## src/rtl/osd_pkg.sv

```systemverilog
// osd package: widths, types, command codes, window geometry and version bytes
`default_nettype none

package osd_pkg;

  // ------------------------------
  // widths
  // ------------------------------
  localparam int SPI_BYTE_W    = 8;
  localparam int OSD_ADDR_W    = 11;
  localparam int HPOS_W        = 11;
  localparam int VPOS_W        = 9;
  localparam int OSD_BUF_DEPTH = 1 << OSD_ADDR_W;

  // flops on sck/sdi/cs_n before use
  localparam int SCK_SYNC_STAGES = 2;

  // data byte counter stops here
  localparam logic [2:0] DAT_CNT_MAX = 3'd4;

  // ------------------------------
  // types
  // ------------------------------
  typedef logic [SPI_BYTE_W-1:0] spi_byte_t;
  // row in [10:8], column in [7:0]
  typedef logic [OSD_ADDR_W-1:0] osd_addr_t;
  typedef logic [HPOS_W-1:0]     hpos_t;
  typedef logic [VPOS_W-1:0]     vpos_t;
  typedef logic [4:0]            chipset_cfg_t;
  // dither, hires filter, lores filter, scanline (2 bits each, msb first)
  typedef logic [7:0]            video_cfg_t;
  typedef logic [3:0]            floppy_cfg_t;

  // decoded command of the current frame
  typedef enum logic [2:0] {
    SEL_NONE,
    SEL_RESET_CTRL,
    SEL_OSD_CTRL,
    SEL_CHIP_CFG,
    SEL_VIDEO_CFG,
    SEL_FLOPPY_CFG,
    SEL_OSD_BUFFER,
    SEL_VERSION
  } cmd_sel_e;

  // ------------------------------
  // command bytes
  // ------------------------------
  localparam spi_byte_t CMD_RESET_CTRL = 8'h08;
  localparam spi_byte_t CMD_OSD_CTRL   = 8'h28;
  localparam spi_byte_t CMD_CHIP_CFG   = 8'h04;
  localparam spi_byte_t CMD_VIDEO_CFG  = 8'h34;
  localparam spi_byte_t CMD_FLOPPY_CFG = 8'h44;
  localparam spi_byte_t CMD_OSD_BUFFER = 8'h0C;
  localparam spi_byte_t CMD_VERSION    = 8'h88;

  // window geometry in beam counts
  localparam hpos_t OSD_H_START = 11'd64;
  localparam hpos_t OSD_WIDTH   = 11'd256;
  localparam vpos_t OSD_V_START = 9'd16;
  localparam vpos_t OSD_HEIGHT  = 9'd64;

  // version string returned on read
  localparam spi_byte_t VERSION_BETA  = 8'h42;
  localparam spi_byte_t VERSION_MAJOR = 8'h01;
  localparam spi_byte_t VERSION_MINOR = 8'h03;
  localparam spi_byte_t VERSION_SEP   = 8'h2E;

endpackage

`default_nettype wire

```

## src/rtl/osd_cmd_regs.sv

```systemverilog
// command decoder: byte counter, config and reset registers, buffer write port, read data
`timescale 1ns/1ps
`default_nettype none

module osd_cmd_regs import osd_pkg::*; (
  input  logic         clk,
  input  logic         reset,
  input  logic         rx_valid,
  input  logic         rx_is_cmd,
  input  logic         frame_active,
  input  spi_byte_t    rx_data,
  input  spi_byte_t    osd_ctrl,
  output spi_byte_t    tx_data,
  output logic         buf_we,
  output osd_addr_t    buf_addr,
  output spi_byte_t    buf_data,
  output logic         osd_enable,
  output logic         key_disable,
  output logic         usrrst,
  output logic         cpurst,
  output logic         cpuhlt,
  output chipset_cfg_t chipset_config,
  output video_cfg_t   video_cfg,
  output floppy_cfg_t  floppy_config
);

  cmd_sel_e     cmd_sel;
  cmd_sel_e     sel_nxt;
  logic [2:0]   dat_cnt;
  logic [2:0]   cnt_nxt;
  logic         data_rx;
  logic         first_data;
  logic         buf_sel;
  chipset_cfg_t chipset_stage;
  spi_byte_t    version_byte;

  // command byte to select
  function automatic cmd_sel_e decode_cmd(input spi_byte_t cmd);
    case (cmd)
      CMD_RESET_CTRL: return SEL_RESET_CTRL;
      CMD_OSD_CTRL:   return SEL_OSD_CTRL;
      CMD_CHIP_CFG:   return SEL_CHIP_CFG;
      CMD_VIDEO_CFG:  return SEL_VIDEO_CFG;
      CMD_FLOPPY_CFG: return SEL_FLOPPY_CFG;
      CMD_OSD_BUFFER: return SEL_OSD_BUFFER;
      CMD_VERSION:    return SEL_VERSION;
      default:        return SEL_NONE;
    endcase
  endfunction

  // ------------------------------
  // command latch and byte counter
  // ------------------------------
  always_comb begin
    sel_nxt = cmd_sel;
    cnt_nxt = dat_cnt;
    // end of frame drops the command
    if (!frame_active) begin
      sel_nxt = SEL_NONE;
    end
    if (rx_valid) begin
      if (rx_is_cmd) begin
        sel_nxt = decode_cmd(rx_data);
        cnt_nxt = 3'd0;
      end else if (dat_cnt != DAT_CNT_MAX) begin
        cnt_nxt = dat_cnt + 3'd1;
      end
    end
  end

  always_ff @(posedge clk) begin
    if (reset) begin
      cmd_sel <= SEL_NONE;
      dat_cnt <= 3'd0;
    end else begin
      cmd_sel <= sel_nxt;
      dat_cnt <= cnt_nxt;
    end
  end

  assign data_rx    = rx_valid & ~rx_is_cmd;
  assign first_data = data_rx && (dat_cnt == 3'd0);
  assign buf_sel    = (cmd_sel == SEL_OSD_BUFFER);

  // ------------------------------
  // registers, written by data byte 0
  // ------------------------------
  always_ff @(posedge clk) begin
    if (reset) begin
      cpuhlt         <= 1'b1;
      cpurst         <= 1'b1;
      usrrst         <= 1'b0;
      key_disable    <= 1'b0;
      osd_enable     <= 1'b0;
      chipset_stage  <= '0;
      chipset_config <= '0;
      video_cfg      <= '0;
      floppy_config  <= '0;
    end else begin
      if (first_data) begin
        case (cmd_sel)
          SEL_RESET_CTRL: {cpuhlt, cpurst, usrrst} <= rx_data[2:0];
          SEL_OSD_CTRL:   {key_disable, osd_enable} <= rx_data[1:0];
          SEL_CHIP_CFG:   chipset_stage <= rx_data[4:0];
          SEL_VIDEO_CFG:  video_cfg <= rx_data;
          SEL_FLOPPY_CFG: floppy_config <= rx_data[3:0];
          default: ;
        endcase
      end
      // chipset only follows the staged value while the cpu is held
      if (cpurst) begin
        chipset_config <= chipset_stage;
      end
    end
  end

  // ------------------------------
  // display buffer write port
  // ------------------------------
  // bytes 0 and 1 carry the address, data from byte 2 on
  always_ff @(posedge clk) begin
    if (reset) begin
      buf_we <= 1'b0;
    end else begin
      buf_we <= data_rx && buf_sel && (dat_cnt >= 3'd2);
    end
  end

  always_ff @(posedge clk) begin
    if (data_rx) begin
      buf_data <= rx_data;
    end
  end

  always_ff @(posedge clk) begin
    if (first_data && buf_sel) begin
      buf_addr[10:8] <= rx_data[2:0];
    end else if (data_rx && buf_sel && dat_cnt == 3'd1) begin
      buf_addr[7:0] <= rx_data;
    end else if (buf_we) begin
      // next column after each write
      buf_addr <= buf_addr + 11'd1;
    end
  end

  // ------------------------------
  // read data
  // ------------------------------
  // slave loads tx_data with rx_valid, so look at the state after this byte
  always_comb begin
    case (cnt_nxt)
      3'd0:    version_byte = VERSION_BETA;
      3'd1:    version_byte = VERSION_MAJOR;
      3'd2:    version_byte = VERSION_MINOR;
      default: version_byte = VERSION_SEP;
    endcase
  end

  assign tx_data = (sel_nxt == SEL_VERSION) ? version_byte : osd_ctrl;

  // buffer writes belong to a buffer frame
  assert property (@(posedge clk) disable iff (reset) buf_we |-> cmd_sel == SEL_OSD_BUFFER);

endmodule

`default_nettype wire

```

## config.mk

```make
export PLATFORM = sky130hd
export DESIGN_NAME = osd_cmd_regs
export DESIGN_NICKNAME = d
export VERILOG_FILES = /design/src/rtl/osd_pkg.sv /design/src/rtl/osd_cmd_regs.sv
export SDC_FILE = /design/constraint.sdc
export NUM_CORES = 1
export LEC_CHECK = 0
export ABC_AREA = 1
export BUFFER_PORTS_ARGS = -buffer_cell sky130_fd_sc_hd__buf_2
export CAP_MARGIN = 0
export CORE_AREA = 5 5 78 80
export DETAILED_ROUTE_END_ITERATION = 6
export DIE_AREA = 0 0 83 85
export PLACE_DENSITY = 0.75
export SYNTH_ARGS = -nofsm -noshare
export SYNTH_HDL_FRONTEND = slang
export SYNTH_SLANG_ARGS = --single-unit
```

## constraint.sdc

```tcl
create_clock -name clk -period 5 [get_ports clk]
set_clock_uncertainty 0.05 [all_clocks]
set_input_delay 0.75 -clock clk [delete_from_list [all_inputs] [get_ports clk]]
set_output_delay 0.75 -clock clk [all_outputs]
set_load 0.01 [all_outputs]
```

=== Word-level counts from Yosys, hierarchy flattened ===
Cells that the tools add are included.

* Add/subtract/negate cells: 2
* Multipliers: 0
* Divide/modulo/power cells: 0
* Magnitude comparators: 1
* Equal/unequal tests: 19
* Shift operators: 0
* Mux-type cells: 13
* Bitwise gates (word level): 3
* Reduce and logical (&&, ||, !) cells: 16

{| class="wikitable"
|+ Operators by type and width
! operator !! count
|-
| 3-bit 2-to-1 mux || 8
|-
| 3-bit case mux with 7 select lines || 1
|-
| 7-bit case mux with 3 select lines || 1
|-
| 8-bit by 4-bit equality test with 1-bit output, second input constant || 2
|-
| 8-bit by 6-bit equality test with 1-bit output, second input constant || 2
|-
| 8-bit 2-to-1 mux || 2
|-
| 2-bit AND reduction || 7
|-
| 3-bit equality test, second input constant || 4
|-
| 11-bit by 1-bit adder with 11-bit output, second input constant || 1
|-
| 11-bit 2-to-1 mux || 1
|-
| 3-bit by 1-bit equality test with 1-bit output, second input constant || 3
|-
| 3-bit by 2-bit equality test with 1-bit output, second input constant || 3
|-
| 8-bit by 3-bit equality test with 1-bit output, second input constant || 1
|-
| 8-bit by 7-bit equality test with 1-bit output, second input constant || 1
|-
| 8-bit equality test, second input constant || 1
|-
| 3-bit zero test || 2
|-
| 1-bit logical AND || 5
|-
| 2-bit nonzero test || 2
|-
| 3-bit by 1-bit adder with 3-bit output, second input constant || 1
|-
| 3-bit by 2-bit greater-or-equal comparator with 1-bit output, second input constant || 1
|-
| 3-bit != test, second input constant || 1
|-
| 2-bit != test, second input constant || 1
|-
| 1-bit NOT || 2
|-
| 1-bit AND || 1
|}

* Bits in registers: 53
* Latch bits: 0
* Bits in writable memories: 0
* Memory bits (read-only): 0
* Bits of input ports: 21
* Output and inout bits: 50
* Logic and storage cells: 69
* Memories kept: 0

=== Depth between registers and ports, before layout ===
Gate-level depths: netlist of run 1.

* Word-level depth: 7
* Gate-level depth with buffers: 11

=== Worst setup path after synthesis of run 1 ===
Ideal clock, no wire load.

* Kind: input to output
* Start point: in rx_data[4]
* End point: out tx_data[0]
* Arrival time: 1.615 ns
* Setup slack: 2.585 ns
* Cell stages on the path: 10
* Cell sequence: nor2_2 -> nand2_1 -> nor2_1 -> nor2_1 -> nand2_1 -> nand2_1 -> nand2_2 -> nand3_4 -> nand2_1 -> nand2_1

* Longest elaborated chain between the ends: 6
* Elaborated cells on any way between the ends: 12
* Those cells by class: eq/ne: 8; mux: 4

{| class="wikitable"
|+ Ends and longest elaborated chain
! element !! RTL line !! source
|-
| from (decl) || osd_cmd_regs.sv:11 || <nowiki>input spi_byte_t rx_data,</nowiki>
|-
| 8-bit equality test, or another cell as far along || osd_cmd_regs.sv:39 || <nowiki>case (cmd)</nowiki>
|-
| 3-bit case mux with 7 select lines * || osd_cmd_regs.sv:39 ||
|-
| 3-bit 2-to-1 mux * || osd_cmd_regs.sv:62 || <nowiki>if (rx_is_cmd) begin</nowiki>
|-
| 3-bit 2-to-1 mux * || osd_cmd_regs.sv:61 || <nowiki>if (rx_valid) begin</nowiki>
|-
| 3-bit equality test * || osd_cmd_regs.sv:159 || <nowiki>assign tx_data = (sel_nxt == SEL_VERSION) ? version_byte : osd_ctrl;</nowiki>
|-
| 8-bit 2-to-1 mux * || osd_cmd_regs.sv:159 ||
|-
| to (decl) || osd_cmd_regs.sv:13 || <nowiki>output spi_byte_t tx_data,</nowiki>
|}

Mark *: on every way between the ends. The rest lies on a longest branch, timed or not.

=== Final worst setup path of run 1 ===
* Start point: in rx_valid
* End point: out tx_data[3]

* Longest elaborated chain between the ends: 4
* Elaborated cells on any way between the ends: 8
* Those cells by class: eq/ne: 3; mux: 4; reduce/logical: 1

{| class="wikitable"
|+ Ends and longest elaborated chain
! element !! RTL line !! source
|-
| from (decl) || osd_cmd_regs.sv:8 || <nowiki>input logic rx_valid,</nowiki>
|-
| 3-bit 2-to-1 mux || osd_cmd_regs.sv:61 ||
|-
| 3-bit by 2-bit equality test with 1-bit output, or another cell as far along || osd_cmd_regs.sv:151 || <nowiki>case (cnt_nxt)</nowiki>
|-
| 7-bit case mux with 3 select lines || osd_cmd_regs.sv:151 ||
|-
| 8-bit 2-to-1 mux * || osd_cmd_regs.sv:159 ||
|}

Marked as above.

==> results_dict.tcl, run 1 <==
set metrics [dict create \
    status "finished clean" \
    drc 0 \
    worst_slack_ns 2.17 \
    async_reset_ff_frac 0 \
    crit_chain "buf_2 -> inv_2 -> nor2_4 -> nand2_1 -> nand2_1 -> nand3_1 -> o21ai_0 -> nand4_1 -> nand2_1 -> buf_2" \
    relSlewSlack 0.459 \
    hpwl_um 4540 \
    grt_pass1_wl_um 9670 \
    path_max_fanout 11 \
    synth-xor-area-share 0.0208 \
    cts.reportedPaths.clkPinSlew_ns 0.09 \
    postCtsHoldBufs 0 \
    p_seq_frac 0.598 \
    peakVddDrop_mv 0.118 \
    yosysWarningCount 0 \
    tns_ns 0 \
    post_drt_wl_per_cell_um 13.0 \
    pwr-share-clk 0.319 \
    grt_overflow 0 \
    synth-compound-area-share 0.133 \
    powerDensity_nw_per_um2 250 \
    track_usage 0.167 \
    wl_um 5970 \
    synth_top_family_by_area "simple AND/OR/NAND/NOR gates" \
    cts_sinks 53 \
    cts_tree "done" \
    firstDrtPassIters 4 \
    place_area_sq_um 2940 \
    switching_power_mw 0.185 \
    clkLatencyLatePin_ns 0.31 \
    critPathTopFamily "simple AND/OR/NAND/NOR gates" \
    synth_cell_types 28 \
    gp_congestion 0.803 \
    drv_slew 0 \
    cpMostUsedCell "nand2_1" \
    routed_via_density 5.01 \
    rsz0062_at_grt "false" \
    tightest_slew_ns 0.811 \
    crit_required_ns 4.20 \
    p_total_mw 0.756 \
    syn_inst 313 \
    clockRootBuffer "clkbuf_8" \
    fmax_ghz 0.354 \
    rr_worst_depth 4 \
    slowest_stage "nor2_4" \
    dp_slack_ns 2.14 \
    cts_buffers 5 \
    start_kind "input port" \
    path_buf_inv 3 \
    fin_nets 411 \
    worstSetupPathDepth 10 \
    synth_edf_count 19 \
    min_path_type "reg2reg" \
    coreArea_sq_um 5340 \
    hold_viol_final 0 \
    vias 2294 \
    synth_ff_type "dfxtp_1" \
    post-synth-top-count-cell "nand2_1" \
    rows 27 \
    io_pins 71 \
    h-tree-depth 2 \
    grt-busiest-layer "met2" \
    antenna_found_initial 0 \
    synth-seq-cells 53 \
    drtIter0Drc 144 \
    fin_area_sq_um 3020 \
    antenna-diode-count 0 \
    start_util 0.473 \
    grt_pass1_vias 2169 \
    grt_max_degree 28 \
    yosysSeqAreaShare 0.496 \
    avgSynthCellArea_sq_um 8.06 \
    dieArea_sq_um 7060 \
    cts_resized 0 \
    endpoint_kind "primary output" \
    fillers 525 \
    ant_nets 0 \
    syn_to_final_growth_pct 19.8 \
    syn_nets 339 \
    synth.area.mux_share 0 \
    drive_gt1_frac 0.251 \
    grt_util_met2 0.286 \
    use_met3 0.0466 \
    grt_use_met1 0.202 \
    synth_area_sq_um 2520 \
    synth_fa_ha_area_frac 0.0248 \
    arrival_ns 2.03 \
    p_sw_frac 0.245 \
    yosys.area_share.simple 0.251 \
    p_leak_nw 1.45 \
    fp.dieH_um 85 \
    p_int_mw 0.571 \
    die_width_um 83 \
    synth.top_cell.area_share 0.270 \
    synth.area.top_cells "dfxtp_1 27%, edfxtp_1 23%, nand2_1 9.1%, o21ai_0 5.6%, inv_1 5.5%" \
    period_share 0.565 \
    cts.path.max_buffers 2 \
    cpPeakStageDelay_ns 0.26 \
    post_cts_buffers 0 \
    setup_violations 0 \
    maxCapViolCount 0 \
    crit_type "in2out" \
    hold_depth 2 \
    yosys-top-cells-count "61 x nand2_1, 37 x inv_1, 34 x dfxtp_1" \
    pwr-share-comb 0.083 \
    yosysTopAreaCell "dfxtp_1" \
    layout_min_cycle_time_ns 2.83 \
    io_buffers 70 \
]
worst register-to-register path: stages (launching register included):
cell and delay [ns]:
dfxtp_1 0.41, inv_1 0.10, nor3_2 0.24, nand4_2 0.36, a21oi_1 0.77
cell usage in the layout, fill, tap and decap left out:
| master | instances |
|---|---|
| a21oi_1 | 24 |
| buf_2 | 70 |
| clkbuf_1 | 1 |
| clkbuf_8 | 5 |
| clkinv_1 | 1 |
| clkinv_2 | 2 |
| dfxtp_1 | 34 |
| edfxtp_1 | 19 |
| ha_1 | 5 |
| inv_1 | 37 |
| inv_2 | 3 |
| inv_6 | 1 |
| nand2_1 | 61 |
| nand2_2 | 4 |
| nand3_1 | 18 |
| nand3_4 | 1 |
| nand4_1 | 8 |
| nand4_2 | 2 |
| nor2_1 | 30 |
| nor2_2 | 6 |
| nor2_4 | 2 |
| nor3_1 | 3 |
| nor3_2 | 1 |
| o211ai_1 | 1 |
| o21ai_0 | 28 |
| o21ai_1 | 10 |
| o22ai_1 | 3 |
| xnor2_1 | 2 |
| xor2_1 | 4 |
metrics by stage:
stage	utilization	cells	hold WS, ns
detailed placement	0.550	450	0.426
global route	0.566	458	0.475
global placement	0.550	450	0.421
finish	0.566	458	0.442
floorplan	-	313	0.400
CTS	0.566	458	0.450
area by class of cell:
| cell class | instances | area [sq um] | share of cell area |
|---|---|---|---|
| Clock buffer | 6 | 72.6 | 0.0240 |
| Timing Repair Buffer | 70 | 350 | 0.116 |
| Inverter | 42 | 159 | 0.0526 |
| Sequential cell | 53 | 1250 | 0.414 |
| Clock inverter | 2 | 13.8 | 0.00455 |
| Multi-Input combinational cell | 213 | 1090 | 0.359 |
| Tap cell | 72 | 90.1 | 0.0298 |
kinds of logic after synthesis:
logic type,count (synthesis)
xor+xnor,6
compound gates,66
buf+inv,47
simple gates,136
flops,53
fa+ha+maj,5
path summary, 6_finish.rpt:
kind                            startpoint                        endpoint  slack (ns)
min          chipset_stage[0]$_SDFFE_PP0P_  chipset_config[0]$_SDFFE_PP0P_        0.44
max reg2reg          cmd_sel[1]$_SDFF_PP0_           buf_addr[5]$_DFFE_PP_        2.72
min reg2reg  chipset_stage[0]$_SDFFE_PP0P_  chipset_config[0]$_SDFFE_PP0P_        0.44
max                               rx_valid                      tx_data[3]        2.17
per-layer routing:
layer / vias up / part of all wire
met5: - / 0
met1: 1029 / 0.44
met2: 82 / 0.48
met3: 4 / 0.070
li1: 1179 / -
met4: 0 / 0.010
sequential cells by signal, summed over array words and instances (netlist names):
signal,cells
key_disable,1
cmd_sel,3
cpurst,1
dat_cnt,3
usrrst,1
floppy_config,4
chipset_config,5
buf_addr,11
osd_enable,1
cpuhlt,1
video_cfg,8
buf_we,1
chipset_stage,5
buf_data,8
power by group through the flow:
| stage | logic (mW) | registers, mW | clock network (mW) |
|---|---|---|---|
| after floorplan | 0.0322 | 0.464 | 0 |
| after global placement | 0.0616 | 0.462 | 0 |
| after detailed placement | 0.0632 | 0.462 | 0 |
| after CTS | 0.0635 | 0.452 | 0.247 |
| after global routing | 0.0704 | 0.453 | 0.269 |
| final | 0.0629 | 0.452 | 0.241 |
(Power assumes the default switching activity.)
==> run 2, diff against run 1 <==
Settings changed: CORE_AREA 5 5 78 80 to 5 5 80 82, DIE_AREA 0 0 83 85 to 0 0 85 87.
Clock period 5 ns to 2.4 ns, I/O delays scaled along.
==> run 2 against run 1 <==
Cell area increased by 2.2%; largest power group unchanged; critical path depth decreased by 1; count of clock-buffer cells in the layout decreased by 1; cell count increased by 1.5%; register-to-register slack got worse by 2.2 ns; worst hold slack got worse by 0.23 ns; via count increased by 1.7%; power increased by 110%; critical endpoint is now tx_data[2].
==> results_dict.tcl, run 2 (synthesis gave the netlist of run 1 again) <==
set metrics [dict create \
    gp_congestion 0.816 \
    hold_viol_final 0 \
    cts_buffers 5 \
    antenna_found_initial 0 \
    largest_register_ffs 11 \
    wl_met2_um 2790 \
    wl_um 5990 \
    syn_to_final_growth_pct 22.5 \
    fillers 561 \
    min_path_type "in2reg" \
    arrival_ns 1.84 \
    die_width_um 85 \
    post_drt_wl_per_cell_um 12.9 \
    io_buffers 70 \
    p_total_mw 1.61 \
    hold_depth 1 \
    multiInputGateArea_sq_um 1110 \
    wl_met1_um 2580 \
    h-tree-depth 2 \
    rr_worst_depth 6 \
    clkLatencyLatePin_ns 0.32 \
    setup_violations 0 \
    final_cell_mix "70 x buf_2, 61 x nand2_1, 35 x inv_1" \
    fp.dieH_um 87 \
    crit_type "reg2out" \
    rsz0062_at_grt "false" \
    r2r_setup_slack_ns 0.57 \
    cts.path.max_buffers 2 \
    dp.cells 456 \
    p_leak_nw 1.48 \
    dieArea_sq_um 7400 \
    clockRootBuffer "clkbuf_8" \
    layoutNonFillerInstCount 465 \
    coreArea_sq_um 5680 \
    cp-startpoint "dat_cnt[1]$_SDFF_PP0_" \
    powerDensity_nw_per_um2 520 \
    drtIter0Drc 90 \
    met3_length_um 506 \
    grt_pass1_wl_um 10000 \
    cts_sinks 53 \
    path_max_fanout 4 \
    rows 28 \
    layout_min_cycle_time_ns 2.25 \
    grt_max_degree 28 \
    period_share 0.939 \
    hpwl_um 4610 \
    grt_overflow 0 \
    antenna-diode-count 0 \
    drc 0 \
    ant_nets 0 \
    peakVddDrop_mv 0.228 \
    firstDrtPassIters 4 \
    fin_nets 415 \
    worstReg2RegEnd "buf_addr[8]$_DFFE_PP_" \
    hold_start "rx_data[6]" \
    routed_via_density 5.02 \
    holdPathEnd "buf_data[6]$_DFFE_PP_" \
    seq_area_sq_um 1250 \
    tns_ns 0 \
    reg2reg_from "cmd_sel[1]$_SDFF_PP0_" \
    fmax_ghz 0.444 \
    grt_pass1_vias 2184 \
    cts.reportedPaths.clkPinSlew_ns 0.10 \
    crit_required_ns 1.99 \
    cts_tree "done" \
    relSlewSlack 0.574 \
    drive_gt1_frac 0.279 \
    highest_layer "met4" \
    io_pins 71 \
    largest-register "buf_addr" \
    tightest_slew_ns 0.638 \
    post-route-util 0.545 \
    track_usage 0.169 \
    vias 2334 \
    start_kind "register" \
    layout_commonest_cell "buf_2" \
    reg_top3 "buf_addr: 11 flops, buf_data: 8 flops, video_cfg: 8 flops" \
    endpoint_kind "primary output" \
    drv_slew 0 \
    start_util 0.445 \
    maxCapViolCount 0 \
    status "finished clean" \
]
-- run 2: changes by cell type in the layout (fill, tap and decap cells not counted), moves of 2 or more --
cell and delta:
dfxtp_2 +2, buf_4 +4, inv_1 -2, dfxtp_1 -2
inv_2 +2
-- run 2: area by class of cell --
type / count / area share
Multi-Input combinational cell: 213 / 0.359
Sequential cell: 53 / 0.406
Inverter: 42 / 0.0514
Timing Repair Buffer: 74 / 0.123
Clock buffer: 5 / 0.0223
Clock inverter: 3 / 0.00810
Tap cell: 75 / 0.0304
-- run 2: metrics by stage --
| stage | hold WS, ns | cell area (sq um) | setup slack (ns) |
|---|---|---|---|
| 3_5_place_dp | 0.437 | 2960 | 0.345 |
| 3_3_place_gp | 0.423 | 2960 | 0.422 |
| 4_1_cts | 0.215 | 3060 | 0.00150 |
| 5_1_grt | 0.211 | 3090 | 0.0178 |
| 6_report | 0.215 | 3090 | 0.147 |
| 2_1_floorplan | 0.400 | 2520 | 0.528 |
-- run 2: report_power, final --
part,internal [mW],total (mW),switching [mW]
Sequential,0.938,0.942,0.00391
Clock,0.213,0.525,0.312
Combinational,0.0484,0.140,0.0917
Total,1.20,1.61,0.407
-- run 2: per-layer routing --
| layer | track usage | vias up |
|---|---|---|
| li1 | - | 1192 |
| met1 | 0.211 | 1042 |
| met2 | 0.276 | 91 |
| met3 | 0.0482 | 9 |
| met4 | 0.0647 | 0 |
| met5 | 0 | - |
-- run 2: timing repair --
item | in CTS | in global routing
gates resized for setup | 2 | 6
hold buffers | 0 | 0
hold endpoints to repair | 0 | 0
endpoints found under the setup margin | 4 | 5
pin swaps | 0 | 0
gates cloned | 0 | 0
setup buffers | 0 | 1
-- run 2: worst max path at each step --
stage | to | slack (ns) | cells after the start
global placement | tx_data[3] | 0.42 | 12
finish | tx_data[2] | 0.15 | 9
global route | tx_data[0] | 0.02 | 11
detailed placement | tx_data[3] | 0.34 | 9
floorplan | buf_addr[0]$_DFFE_PP_ | 0.53 | 5
CTS | tx_data[2] | 0.002 | 9
-- run 2: critical path, stage by stage (launching register included) --
cell and delay (ns):
dfxtp_2 0.34, inv_1 0.09, ha_4 0.27, inv_1 0.04
o22ai_2 0.14, inv_1 0.11, o21ai_0 0.17, nand4_1 0.17
nand2_1 0.09, buf_2 0.12
