**config.mk**
```make
export PLATFORM = sky130hd
export DESIGN_NAME = osd_spi_slave
export DESIGN_NICKNAME = d
export VERILOG_FILES = /design/src/rtl/osd_pkg.sv /design/src/rtl/osd_spi_slave.sv
export SDC_FILE = /design/constraint.sdc
export NUM_CORES = 1
export LEC_CHECK = 0
export BUFFER_PORTS_ARGS = -buffer_cell sky130_fd_sc_hd__buf_2
export CAP_MARGIN = 15
export CORE_MARGIN = 2
export CORE_UTILIZATION = 40
export DETAILED_ROUTE_END_ITERATION = 8
export GPL_ROUTABILITY_DRIVEN = 0
export GPL_TIMING_DRIVEN = 0
export PLACE_DENSITY_LB_ADDON = 0.25
export SKIP_CTS_REPAIR_TIMING = 1
export SLEW_MARGIN = 30
export SYNTH_ARGS = -nofsm -noshare
export SYNTH_HDL_FRONTEND = slang
export SYNTH_SLANG_ARGS = --single-unit
export TNS_END_PERCENT = 100
```
**constraint.sdc**
```tcl
create_clock -name clk -period 1.8 [get_ports clk]
set_input_delay 0.27 -clock clk [delete_from_list [all_inputs] [get_ports clk]]
set_output_delay 0.27 -clock clk [all_outputs]
set_load 0.03 [all_outputs]
```
**src/rtl/osd_pkg.sv**
```systemverilog
// osd package: widths, types, command codes, window geometry and version bytes
`default_nettype none

package osd_pkg;

  // ------------------------------
  // widths
  // ------------------------------
  localparam int SPI_BYTE_W    = 8;
  localparam int OSD_ADDR_W    = 11;
  localparam int HPOS_W        = 11;
  localparam int VPOS_W        = 9;
  localparam int OSD_BUF_DEPTH = 1 << OSD_ADDR_W;

  // flops on sck/sdi/cs_n before use
  localparam int SCK_SYNC_STAGES = 2;

  // data byte counter stops here
  localparam logic [2:0] DAT_CNT_MAX = 3'd4;

  // ------------------------------
  // types
  // ------------------------------
  typedef logic [SPI_BYTE_W-1:0] spi_byte_t;
  // row in [10:8], column in [7:0]
  typedef logic [OSD_ADDR_W-1:0] osd_addr_t;
  typedef logic [HPOS_W-1:0]     hpos_t;
  typedef logic [VPOS_W-1:0]     vpos_t;
  typedef logic [4:0]            chipset_cfg_t;
  // dither, hires filter, lores filter, scanline (2 bits each, msb first)
  typedef logic [7:0]            video_cfg_t;
  typedef logic [3:0]            floppy_cfg_t;

  // decoded command of the current frame
  typedef enum logic [2:0] {
    SEL_NONE,
    SEL_RESET_CTRL,
    SEL_OSD_CTRL,
    SEL_CHIP_CFG,
    SEL_VIDEO_CFG,
    SEL_FLOPPY_CFG,
    SEL_OSD_BUFFER,
    SEL_VERSION
  } cmd_sel_e;

  // ------------------------------
  // command bytes
  // ------------------------------
  localparam spi_byte_t CMD_RESET_CTRL = 8'h08;
  localparam spi_byte_t CMD_OSD_CTRL   = 8'h28;
  localparam spi_byte_t CMD_CHIP_CFG   = 8'h04;
  localparam spi_byte_t CMD_VIDEO_CFG  = 8'h34;
  localparam spi_byte_t CMD_FLOPPY_CFG = 8'h44;
  localparam spi_byte_t CMD_OSD_BUFFER = 8'h0C;
  localparam spi_byte_t CMD_VERSION    = 8'h88;

  // window geometry in beam counts
  localparam hpos_t OSD_H_START = 11'd64;
  localparam hpos_t OSD_WIDTH   = 11'd256;
  localparam vpos_t OSD_V_START = 9'd16;
  localparam vpos_t OSD_HEIGHT  = 9'd64;

  // version string returned on read
  localparam spi_byte_t VERSION_BETA  = 8'h42;
  localparam spi_byte_t VERSION_MAJOR = 8'h01;
  localparam spi_byte_t VERSION_MINOR = 8'h03;
  localparam spi_byte_t VERSION_SEP   = 8'h2E;

endpackage

`default_nettype wire

```
**src/rtl/osd_spi_slave.sv**
```systemverilog
// spi mode-0 slave: pin sync, sck edge detect, byte framing, command flag, sdo shifter
`timescale 1ns/1ps
`default_nettype none

module osd_spi_slave import osd_pkg::*; (
  input  logic      clk,
  input  logic      reset,
  input  logic      spi_cs_n,
  input  logic      spi_sck,
  input  logic      spi_sdi,
  input  spi_byte_t tx_data,
  output logic      spi_sdo,
  output logic      rx_valid,
  output logic      rx_is_cmd,
  output logic      frame_active,
  output spi_byte_t rx_data
);

  logic [SCK_SYNC_STAGES-1:0] sck_sync;
  logic [SCK_SYNC_STAGES-1:0] sdi_sync;
  logic [SCK_SYNC_STAGES-1:0] cs_sync;
  logic                       sck_q;
  logic                       sck_s;
  logic                       sdi_s;
  logic                       cs_active;
  logic                       sck_rise;
  logic                       sck_fall;
  logic                       frame_start;
  logic [2:0]                 bit_cnt;
  logic                       first_byte;
  spi_byte_t                  rx_shift;
  spi_byte_t                  tx_shift;

  // ------------------------------
  // pin synchronizers
  // ------------------------------
  always_ff @(posedge clk) begin
    if (reset) begin
      sck_sync <= '0;
      cs_sync  <= '1;
      sck_q    <= 1'b0;
    end else begin
      sck_sync <= {sck_sync[SCK_SYNC_STAGES-2:0], spi_sck};
      cs_sync  <= {cs_sync[SCK_SYNC_STAGES-2:0], spi_cs_n};
      sck_q    <= sck_s;
    end
  end

  // sdi delayed the same as sck
  always_ff @(posedge clk) begin
    sdi_sync <= {sdi_sync[SCK_SYNC_STAGES-2:0], spi_sdi};
  end

  assign sck_s       = sck_sync[SCK_SYNC_STAGES-1];
  assign sdi_s       = sdi_sync[SCK_SYNC_STAGES-1];
  assign cs_active   = ~cs_sync[SCK_SYNC_STAGES-1];
  assign sck_rise    = sck_s & ~sck_q;
  assign sck_fall    = ~sck_s & sck_q;
  // cs seen low, frame flag not yet set
  assign frame_start = cs_active & ~frame_active;

  // ------------------------------
  // bit counter and byte strobe
  // ------------------------------
  always_ff @(posedge clk) begin
    if (reset) begin
      frame_active <= 1'b0;
      bit_cnt      <= 3'd0;
      first_byte   <= 1'b1;
      rx_valid     <= 1'b0;
      rx_is_cmd    <= 1'b0;
    end else begin
      frame_active <= cs_active;
      rx_valid     <= 1'b0;
      if (!cs_active) begin
        // frame over, next byte is a command again
        bit_cnt    <= 3'd0;
        first_byte <= 1'b1;
      end else if (sck_rise) begin
        bit_cnt <= bit_cnt + 3'd1;
        if (bit_cnt == 3'd7) begin
          rx_valid   <= 1'b1;
          rx_is_cmd  <= first_byte;
          first_byte <= 1'b0;
        end
      end
    end
  end

  // receive shifter, msb first
  always_ff @(posedge clk) begin
    if (cs_active && sck_rise) begin
      rx_shift <= {rx_shift[6:0], sdi_s};
      if (bit_cnt == 3'd7) begin
        rx_data <= {rx_shift[6:0], sdi_s};
      end
    end
  end

  // ------------------------------
  // transmit shifter
  // ------------------------------
  // load at frame start and with every received byte
  // the fall right after bit 8 keeps the fresh msb on sdo
  always_ff @(posedge clk) begin
    if (frame_start || rx_valid) begin
      tx_shift <= tx_data;
    end else if (sck_fall && bit_cnt != 3'd0) begin
      tx_shift <= {tx_shift[6:0], 1'b0};
    end
  end

  assign spi_sdo = tx_shift[7];

  // byte strobes only inside a frame
  assert property (@(posedge clk) disable iff (reset) rx_valid |-> frame_active);

endmodule

`default_nettype wire

```
**Yosys cells after proc, flatten, opt, wreduce, memory -nomap -nowiden**

Cells that the tools add are included.

- Register bits: 37
- Logic and storage cells: 35
- Bits of input ports: 13

- Reductions and logical operators: 10
- Equality and inequality tests: 1
- Add/subtract/negate cells: 1
- Bitwise gates (word level): 8
- Mux-type cells: 3

Operators with widths:

| operator | count |
|---|---|
| two-way mux 8 bit | 2 |
| inverter 1 bit | 5 |
| AND reduction 2 bit | 2 |
| adder 3 x 1 -> 3 bit, second input constant | 1 |
| bitwise AND 1 bit | 3 |
| equality test 3 bit, second input constant | 1 |
| AND reduction 3 bit | 1 |
| nonzero test 3 bit | 1 |
| OR reduction 3 bit | 1 |
| logical AND 1 bit | 2 |
| nonzero test 2 bit | 1 |
| OR reduction 2 bit | 1 |
| logical OR 1 bit | 1 |
| two-way mux 1 bit | 1 |

**Longest topological paths before layout**

Gate-level depths: netlist of the first run.

- Depth after elaboration: 5
- Mapped depth: 5
- Mapped depth without buffers: 5

**Worst setup path before layout of the first run**

OpenSTA, ideal clock, no wires.

- Path type: flip-flop to flip-flop
- Start point: register rx_valid
- End point: register tx_shift[1], data pin
- Arrival time: 1.063 ns
- Path slack: 0.477 ns
- Data required time: 1.540 ns
- Cell stages (with the launch flop): 3
- Library setup time: 0.260 ns
- Cell sequence: dfxtp_1 > o21bai_4 > mux2_2

- Cells in the longest elaborated chain, start to end: 2

RTL lines:

| item | RTL line | text |
|---|---|---|
| start: declaration | osd_spi_slave.sv:13 | `output logic rx_valid,` |
| start signal: assignment | osd_spi_slave.sv:70 | `rx_valid <= 1'b0;` |
| start signal: assignment | osd_spi_slave.sv:74 | `rx_valid <= 1'b0;` |
| start signal: assignment | osd_spi_slave.sv:82 | `rx_valid <= 1'b1;` |
| logical OR 1 bit | osd_spi_slave.sv:106 | `if (frame_start \|\| rx_valid) begin` |
| two-way mux 8 bit | osd_spi_slave.sv:106 |  |
| end signal: assignment | osd_spi_slave.sv:107 | `tx_shift <= tx_data;` |
| end signal: assignment | osd_spi_slave.sv:109 | `tx_shift <= {tx_shift[6:0], 1'b0};` |
| end: declaration | osd_spi_slave.sv:32 | `spi_byte_t tx_shift;` |

Every way passes these cells.
A chain may end at the register's enable or synchronous reset.

**Final worst setup path of the first run**

- Start point: register bit_cnt[1]
- End point: register rx_is_cmd

- Cells in the longest elaborated chain, start to end: 2

RTL lines:

| item | RTL line | text |
|---|---|---|
| start: declaration | osd_spi_slave.sv:29 | `logic [2:0] bit_cnt;` |
| start signal: assignment | osd_spi_slave.sv:80 | `bit_cnt <= bit_cnt + 3'd1;` |
| equality test 3 bit | osd_spi_slave.sv:81 | `if (bit_cnt == 3'd7) begin` |
| AND reduction 3 bit (no line) | - |  |
| end signal: assignment | osd_spi_slave.sv:83 | `rx_is_cmd <= first_byte;` |
| end: declaration | osd_spi_slave.sv:14 | `output logic rx_is_cmd,` |

Every way passes these cells.

==> results of run 1 <==
flip-flops by register name, indices dropped and copies added, names as in the netlist:
| name | count |
|---|---|
| rx_data | 8 |
| rx_shift | 7 |
| sck_sync | 2 |
| rx_is_cmd | 1 |
| sck_q | 1 |
| tx_shift | 8 |
| sdi_sync | 2 |
| frame_active | 1 |
| first_byte | 1 |
| cs_sync | 2 |
| rx_valid | 1 |
| bit_cnt | 3 |
area by class of cell:
cell class / count / area share (%)
sequential: 37 / 64.6
clock buffer: 7 / 3.00
inverter: 3 / 0.749
clock inverter: 1 / 0.250
tap: 44 / 3.66
multi-input combinational: 34 / 19.0
timing repair buffer: 24 / 7.99
buffer: 2 / 0.749
report_power, final:
part	total [W]	switching, W	internal, W
combinational	0.0000476	0.0000218	0.0000257
clock	0.000399	0.000249	0.000150
sequential	0.000913	0.00000448	0.000908
total	0.00136	0.000275	0.00108
cells by family (layout without fill, tap and decap cells):
group	count (synthesis)	in the layout	synth area share (%)
AOI/OAI and AO/OA	2	2	2.15
xor gates and xnor gates	1	1	0.685
adders and majority gates	3	3	2.94
buffers and inverters	5	37	1.76
DFF	37	37	75.9
muxes	10	10	8.51
and+or+nand+nor	18	18	8.02
layout by cell type (no fill, tap or decap), types with 2 or more instances in the layout:
cell	n
buf_2	24
clkbuf_1	3
clkbuf_4	5
dfxtp_1	14
edfxtp_1	23
ha_1	3
inv_1	3
mux2_2	7
mux2i_1	3
nand2b_1	2
nor2_1	5
nor2b_1	2
nor3_1	4
or2_2	2
through the flow:
step / worst slack, ns / hold slack, ns / cell area (um^2) / cells
finish: 0.374 / 0.0304 / 1500 / 152
CTS: 0.326 / 0.0143 / 1500 / 152
global placement: 0.387 / 0.312 / 1450 / 144
floorplan: 0.477 / 0.298 / 1280 / 76
detailed placement: 0.345 / 0.315 / 1450 / 144
global route: 0.229 / 0.00277 / 1500 / 152
worst register-to-register path, cell delays in order (launching register included):
cell and delay [ns]:
dfxtp_1 0.36, ha_1 0.15, ha_1 0.14, and4bb_2 0.40, mux2i_1 0.22, nor2_1 0.05
metal layers:
layer	share of wire [%]	routed length (um)
met4	2.7	46
met1	45	767
met2	45	763
met5	0	0
met3	7.1	120
path summary, 6_finish.rpt:
path	startpoint	endpoint	slack, ns	cells past startpoint
max	bit_cnt[1]$_SDFFE_PP0N_	rx_is_cmd$_SDFFE_PP0P_	0.37	5
min reg2reg	sdi_sync[0]$_DFF_P_	sdi_sync[1]$_DFF_P_	0.34	0
min	spi_sdi	sdi_sync[0]$_DFF_P_	0.03	1
max reg2reg	bit_cnt[1]$_SDFFE_PP0N_	rx_is_cmd$_SDFFE_PP0P_	0.37	5
==> results.md, run 1 <==
* Library cells used by synthesis at 19
* Core Util, Final at 49.2%
* Share of cells above drive strength 1 at 38.9%
* Filler cells at 289
* TNS Setup at 0 ns
* Routed Antenna Nets at 0
* Status: complete, no violations
* Worst Path Buf+Inv at 0
* N_diodes at 0
* Synth Register Bits at 37
* Clock Pin Slew Worst Setup and Hold Paths at 0.11 ns
* Die X at 60.5 um
* H-tree depth at 2
* Synth Net Count at 92
* Total Nets Final at 123
* Worst min-delay path class: in2reg
* Setup crit start kind: flip-flop
* Root Buffer: clkbuf_4
* Max frequency at 701 MHz
* Reg area at 971 um^2
* Post-synth EDFFs at 23
* CP required at 2.03 ns
* Clock buffer depth at 2
* Most used cell, CP: ha_1
* Post-Synthesis Cell Area at 1280 um^2
* Synth Warn # at 0
* Maximum vdd ir drop at 0.000560 V
* Vias at 661
* Footprint of the multi-input gates at 285 um^2
* Top FF cell, synth: edfxtp_1
* Worst path slowest cell: and4bb_2
* RSZ-0062 raised after global routing: false
* Crit path time final at 1.43 ns
* Vias in the first global route at 639
* CTS sink count at 37
* Syn_area_per_cell at 16.8 um^2
* Clock Latency Late Sink at 0.34 ns
* TritonCTS clock tree: yes
* CP arrival at 1.65 ns
* Max_slew headroom at 59.6%
* GR Overflow Total at 0
* Mapped Cells at 76
* 1st-iter DRT viols at 8
* Die Ht at 60.5 um
* Sequential fraction of the synthesis area at 75.9%
* PortBufs at 24
* Total core area at 3050 um^2
* Area leader, netlist: edfxtp_1
* Crit path cell chain: ha_1 -> ha_1 -> and4bb_2 -> mux2i_1 -> nor2_1
* Power, Total at 0.00136 W
* MaxCap Viol Count at 0
* Initial Util at 41.9%
* Ranking of synthesized cells by area: edfxtp_1 54%, dfxtp_1 22%, mux2_2 6.2%
* Static Leakage at 0.580 nW
* Max stage delay on crit path at 0.40 ns
* Inserted Clock Buffers at 5
* DP Wirelength at 1180 um
* Slew Limit Fails at 0
* Area Overhead vs Synth at 17.5%
* Top cells by count, synth: 23 x edfxtp_1, 14 x dfxtp_1, 7 x mux2_2, 5 x nor2_1, 4 x nor3_1
* GRT Total Usage at 11.4%
* Vias per cell at 4.35
* Fin. Hold Viols at 0
* Rows at 20
* Most frequent cell after synthesis: edfxtp_1
* Worst-margin pin slew at 0.603 ns
* Routed WL per cell at 11.2 um
* Crit end category: flip-flop
* Final setup vio count at 0
* Worst clock skew at 0.0108 ns
* Initial antenna violation count at 0
* CP delay by family, top: simple AND/OR/NAND/NOR gates
* WS Path Type: reg2reg
* Post-synth ARST share at 0%
* Total wire length at 1700 um
* Area share of the largest cell type after synthesis at 54.0%
* GR Util met2 at 16.8%
* Largest net degree at the start of global routing at 12
* GR Util met3 at 7.25%
* PD cells at 905 nW/um^2
* Final Cycle Share at 79.2%
* Maximum fanout along the worst path at 10
* Die area at 3670 um^2
* Drt drc at 0
* Top-level I/O count at 25
* Pre-antenna DRT Iters at 2
* First-pass GRT wire length at 2770 um
* GR Util met1 at 12.7%
* Most Crowded Layer GR: met2
Power figures use the tool's default switching activity.
==> run 2: changes to the inputs <==
- ABC_AREA: default -> 1
- clock period: 1.8 -> 1.45 ns (I/O delays scaled with it)
==> results.md, run 2 <==
* Status: complete, no violations
* Footprint of the multi-input gates at 278 um^2 (-2.6%)
* Sequential fraction of the synthesis area at 75.4% (-0.52 points)
* Crit end category: flip-flop
* Fin. Hold Viols at 0 (unchanged)
* Syn_area_per_cell at 12.5 um^2 (-26%)
* Dpl ws at -0.0829 ns (-0.428 ns)
* CP required at 1.48 ns (-0.55 ns)
* Compound-Gate Fraction of Synth Area at 3.98% (+1.8 points)
* Vias in the first global route at 739 (+16%)
* Worst path slowest cell: dfxtp_1
* Total core area at 3050 um^2 (unchanged)
* Post-synthesis xor/xnor area fraction at 0% (-0.68 points)
* Initial Util at 42.2% (+0.29 points)
* Clock Pin Slew Worst Setup and Hold Paths at 0.11 ns (about the same)
* MaxCap Viol Count at 0 (unchanged)
* First-pass GRT wire length at 2960 um (+7.0%)
* Inserted Clock Buffers at 5 (unchanged)
* Synthesized-area fraction occupied by adder cells at 2.92% (-0.020 points)
* 1st-iter DRT viols at 13 (+5)
* Slew Limit Fails at 0 (unchanged)
* Top-level I/O count at 25 (unchanged)
* Post-synthesis mux area share at 0% (-8.5 points)
* DP Wirelength at 1340 um (+14%)
* Routed WL per cell at 10.1 um (-9.6%)
* Crit path time final at 1.38 ns (-0.0426 ns)
* Synth Warn # at 0 (unchanged)
* Static Leakage at 0.672 nW (+16%)
* Area leader, netlist: edfxtp_1
* Commonest cells after routing, fill and taps aside: 26 x nand2_1, 24 x buf_2, 23 x edfxtp_1
* PortBufs at 24 (unchanged)
* Top cells by count, synth: 27 x nand2_1, 23 x edfxtp_1, 14 x dfxtp_1, 11 x nor2_1, 10 x inv_1
* Total Nets Final at 151 (+23%)
* Worst Path Buf+Inv at 0 (unchanged)
* Final Cycle Share at 95.4% (+16 points)
* N_diodes at 0 (unchanged)
* Initial antenna violation count at 0 (unchanged)
* Power, Total at 0.00189 W (+39%)
* RSZ-0062 raised after global routing: false
* Largest net degree at the start of global routing at 13 (+1)
* Clock Latency Late Sink at 0.34 ns (about the same)
* Synth Net Count at 119 (+29%)
* Setup crit start kind: flip-flop
* Library cells used by synthesis at 16 (-3)
* Most frequent cell after synthesis: nand2_1
* Max_slew headroom at 74.9% (+15 points)
* Synth Register Bits at 37 (unchanged)
* CP arrival at 1.42 ns (-0.23 ns)
* Post-synth EDFFs at 23 (unchanged)
* Maximum fanout along the worst path at 9 (-1)
* GR Overflow Total at 0 (unchanged)
* GRT Total Usage at 11.8% (+0.35 points)
* Worst clock skew at 0.0110 ns (+0.000134 ns)
* Clock buffer depth at 2 (unchanged)
* Most used cell, CP: ha_1
* Worst hold slack at 0.0500 ns (+0.0197 ns)
* Die Ht at 60.7 um (+0.32%)
* CP delay by family, top: simple AND/OR/NAND/NOR gates
* Mapped Cells at 103 (+36%)
* Post-synth ARST share at 0% (unchanged)
* Die X at 60.7 um (+0.32%)
* Vias per cell at 4.40 (+1.2%)
* Area Overhead vs Synth at 21.6%
* Max frequency at 723 MHz (+3.1%)
* Root Buffer: clkbuf_4
* Max stage delay on crit path at 0.35 ns (-0.05 ns)
* Worst min-delay path class: in2reg
* Maximum vdd ir drop at 0.000525 V (-6.3%)
* H-tree depth at 2 (unchanged)
* Finished Layout Cells at 180 (+18%)
* Crit path cell chain: ha_1 -> ha_1 -> nand3_2 -> nor2_4
* Total wire length at 1820 um (+7.0%)
* Final WS setup at 0.0664 ns (-0.307 ns)
* Area share of the largest cell type after synthesis at 53.6% (-0.37 points)
* Reg area at 971 um^2 (unchanged)
* Final setup vio count at 0 (unchanged)
* PD cells at 1210 nW/um^2 (+33%)
* Simple-gate share of the synthesized area at 13.7% (+5.7 points)
* Biggest registers after layout: rx_data x8, tx_shift x8, rx_shift x7
* Die area at 3690 um^2 (+0.65%)
* Filler cells at 291 (+0.69%)
* CTS sink count at 37 (unchanged)
* Ranking of synthesized cells by area: edfxtp_1 54%, dfxtp_1 22%, nand2_1 7.9%
* Routed Antenna Nets at 0 (unchanged)
* Drt drc at 0 (unchanged)
* Share of cells above drive strength 1 at 30.1% (-8.7 points)
* Worst-margin pin slew at 0.376 ns (-0.227 ns)
* TritonCTS clock tree: yes
* Largest family of logic cells by synthesized area: simple AND/OR/NAND/NOR gates
* Rows at 20 (unchanged)
* Pre-antenna DRT Iters at 2 (unchanged)
* Vias at 792 (+20%)
* TNS Setup at 0 ns (unchanged)
* Placed instance count at 171 (+19%)
* Top FF cell, synth: edfxtp_1
* Post-Synthesis Cell Area at 1290 um^2 (+0.68%)
* Most common cell after layout, fill and taps aside: nand2_1
* WS Path Type: reg2reg
[run 2: area by class of cell]
class                   count  share of cell area [%]
clock buffers               6                    2.64
clock inverters             2                    2.48
inverters                  13                    3.28
multi-input cells          53                    17.7
flip-flops and latches     37                    62.0
well taps                  44                    3.52
repair buffers             25                    8.31
[run 2: kinds of logic (layout without fill, tap and decap cells)]
| group | Yosys count | count (layout) |
|---|---|---|
| AND/OR/NAND/NOR | 43 | 43 |
| flip-flops | 37 | 37 |
| buffers and inverters | 13 | 46 |
| AO/OA/AOI/OAI | 7 | 7 |
| adder cells (fa/ha/maj) | 3 | 3 |
[run 2: worst paths after layout]
kind                                              start                    end  slack [ns]  cells after the start
worst max-delay path            bit_cnt[1]$_SDFFE_PP0N_   rx_data[6]$_DFFE_PP_        0.07                      4
worst min-delay path                           spi_cs_n  cs_sync[0]$_SDFF_PP1_        0.05                      2
worst max register to register  bit_cnt[1]$_SDFFE_PP0N_   rx_data[6]$_DFFE_PP_        0.07                      4
worst min register to register      sdi_sync[0]$_DFF_P_    sdi_sync[1]$_DFF_P_        0.34                      0
[run 2: power breakdown]
group          total (W)  internal [W]  leakage (nW)  switching [W]
clock           0.000688      0.000367        0.0424       0.000321
combinational  0.0000611     0.0000263         0.306      0.0000349
sequential       0.00114       0.00113         0.324     0.00000899
[run 2: per-stage QoR]
step / util (%) / instance area [um^2]
after CTS: 50.6 / 1550
after global routing: 51.3 / 1570
final: 51.3 / 1570
after floorplan: - / 1290
after global placement: 48.0 / 1470
after detailed placement: 48.0 / 1470
[run 2: layer usage]
layer  part of all wire (%)  vias up  track usage, %
met1                     41      361            12.0
met2                     50       19            19.7
met3                    5.5        7            3.84
met5                      0        -               0
met4                    3.1        0            9.32
li1                       -      405               -
==> run 3: changes to the inputs <==
- ABC_AREA: 1 -> 0
- SKIP_LAST_GASP: default -> 1
==> results.md, run 3 (synthesized netlist as in run 1, its figures left out) <==
* Status: complete, no violations
* H-tree depth at 2 (unchanged)
* Min-delay src: reset
* Clock Latency Late Sink at 0.33 ns (about the same)
* N_diodes at 0 (unchanged)
* Largest net degree at the start of global routing at 12 (-1)
* Vias at 661 (-17%)
* CP arrival at 1.58 ns (+0.16 ns)
* Worst Hold Path EP: sck_sync[0]$_SDFF_PP0_
* Setup crit start kind: flip-flop
* Total wire length at 1700 um (-6.3%)
* Slew Limit Fails at 0 (unchanged)
* Core Util, Final at 49.8% (-1.5 points)
* Clock buffer depth at 2 (unchanged)
* Final setup vio count at 0 (unchanged)
* TritonCTS clock tree: yes
* FF-to-FF End: rx_is_cmd$_SDFFE_PP0P_
* CP required at 1.67 ns (+0.19 ns)
* Vias in the first global route at 639 (-14%)
* Die X at 60.5 um (-0.32%)
* Worst-margin pin slew at 0.401 ns (+0.0247 ns)
* Biggest registers after layout: rx_data x8, tx_shift x8, rx_shift x7
* Filler cells at 286 (-1.7%)
* Static Leakage at 0.585 nW (-13%)
* R2R setup slack at 0.09 ns (+0.03 ns)
* Clock Pin Slew Worst Setup and Hold Paths at 0.11 ns (about the same)
* Most common cell after layout, fill and taps aside: buf_2
* Drt drc at 0 (unchanged)
* Max_slew headroom at 73.3% (-1.6 points)
* PD cells at 1110 nW/um^2 (-7.7%)
* Commonest cells after routing, fill and taps aside: 24 x buf_2, 23 x edfxtp_1, 14 x dfxtp_1
* Vias per cell at 4.32 (-1.8%)
* Total core area at 3050 um^2 (unchanged)
* Top-level I/O count at 25 (unchanged)
* 1st-iter DRT viols at 6 (-7)
* Die area at 3670 um^2 (-0.64%)
* Final Cycle Share at 93.6% (-1.9 points)
* WS Path Type: reg2reg
* Share of cells above drive strength 1 at 39.4% (+9.3 points)
* Footprint of the multi-input gates at 292 um^2 (+5.0%)
* Worst min-delay path class: in2reg
* Routed Antenna Nets at 0 (unchanged)
* Inserted Clock Buffers at 5 (unchanged)
* Max frequency at 737 MHz (+2.0%)
* Crit path time final at 1.36 ns (-0.0269 ns)
* PortBufs at 24 (unchanged)
* First-pass GRT wire length at 2770 um (-6.6%)
* Pre-antenna DRT Iters at 4 (+2)
* Worst Hold Path Cells at 2 (unchanged)
* Die Ht at 60.5 um (-0.32%)
* Maximum vdd ir drop at 0.000695 V (+32%)
* GRT Total Usage at 11.4% (-0.35 points)
* RSZ-0062 raised after global routing: true
* Reg area at 971 um^2 (unchanged)
* Maximum fanout along the worst path at 10 (+1)
* CTS sink count at 37 (unchanged)
* DP Wirelength at 1180 um (-12%)
* Worst hold slack at 0.0660 ns (+0.0160 ns)
* Root Buffer: clkbuf_4
* GR Overflow Total at 0 (unchanged)
* MaxCap Viol Count at 0 (unchanged)
* Rows at 20 (unchanged)
* Initial antenna violation count at 0 (unchanged)
* Worst reg2reg path depth at 5 (+1)
* Crit end category: flip-flop
* Worst clock skew at 0.0113 ns (+0.000320 ns)
* Origin of the critical flop-to-flop path: bit_cnt[1]$_SDFFE_PP0N_
* Area Overhead vs Synth at 18.8%
* Total Nets Final at 124 (-18%)
* Fin. Hold Viols at 0 (unchanged)
* Routed WL per cell at 11.1 um (+10%)
* Initial Util at 41.9% (-0.29 points)
## run 3: cell types whose count changed in the layout (fill, tap and decap cells not counted), sizes merged, moves of 2 or more
cell / delta
nand2: -27
inv: -10
mux2: +7
nor2: -6
mux2i: +3
nor3: +3
o21ai: -3
a21oi: -2
clkbuf: +2
nand2b: +2
nor2b: +2
## run 3: critical path, stage by stage, from the launching register on
cell and delay (ns):
dfxtp_1 0.36, ha_1 0.15, ha_1 0.14, and4bb_4 0.35, mux2i_1 0.20, nor2_1 0.05
## run 3: where the power goes
group / internal (W) / switching [W] / total (W)
logic: 0.0000339 / 0.0000279 / 0.0000618
registers: 0.00113 / 0.00000557 / 0.00113
clock network: 0.000186 / 0.000309 / 0.000495
## run 3: layout make-up
class | instances | area share (%)
Tap cell | 44 | 3.62
Timing Repair Buffer | 25 | 8.57
Buffer | 2 | 0.741
Clock inverter | 1 | 0.247
Multi-Input combinational cell | 34 | 19.2
Inverter | 3 | 0.741
Sequential cell | 37 | 63.9
Clock buffer | 7 | 2.97
## run 3: layer usage
| layer | vias up | global-route usage, % | wire length [um] |
|---|---|---|---|
| li1 | 336 | - | - |
| met1 | 299 | 12.7 | 782 |
| met2 | 20 | 16.8 | 760 |
| met3 | 6 | 7.25 | 111 |
| met4 | 0 | 6.52 | 48 |
| met5 | - | 0 | 0 |
## run 3: worst max path at each step
stage	from	to	slack, ns
after detailed placement	sck_q$_SDFF_PP0_	rx_shift[2]$_DFFE_PP_	-0.005
final	bit_cnt[1]$_SDFFE_PP0N_	rx_is_cmd$_SDFFE_PP0P_	0.09
after global routing	bit_cnt[1]$_SDFFE_PP0N_	rx_is_cmd$_SDFFE_PP0P_	-0.04
after floorplan	rx_valid$_SDFF_PP0_	tx_shift[1]$_DFFE_PP_	0.13
after global placement	bit_cnt[1]$_SDFFE_PP0N_	rx_is_cmd$_SDFFE_PP0P_	0.04
after CTS	sck_q$_SDFF_PP0_	rx_shift[1]$_DFFE_PP_	-0.02
## run 3: metrics by stage
stage	worst slack (ns)	power [W]	std cells	instance area, um^2	setup TNS, ns
after global routing	-0.0377	0.00178	153	1520	-0.0377
final	0.0933	0.00169	153	1520	0
after detailed placement	-0.00485	0.00122	144	1450	-0.0322
after floorplan	0.127	0.00119	76	1280	0
after global placement	0.0371	0.00122	144	1450	0
after CTS	-0.0239	0.00171	152	1500	-0.113
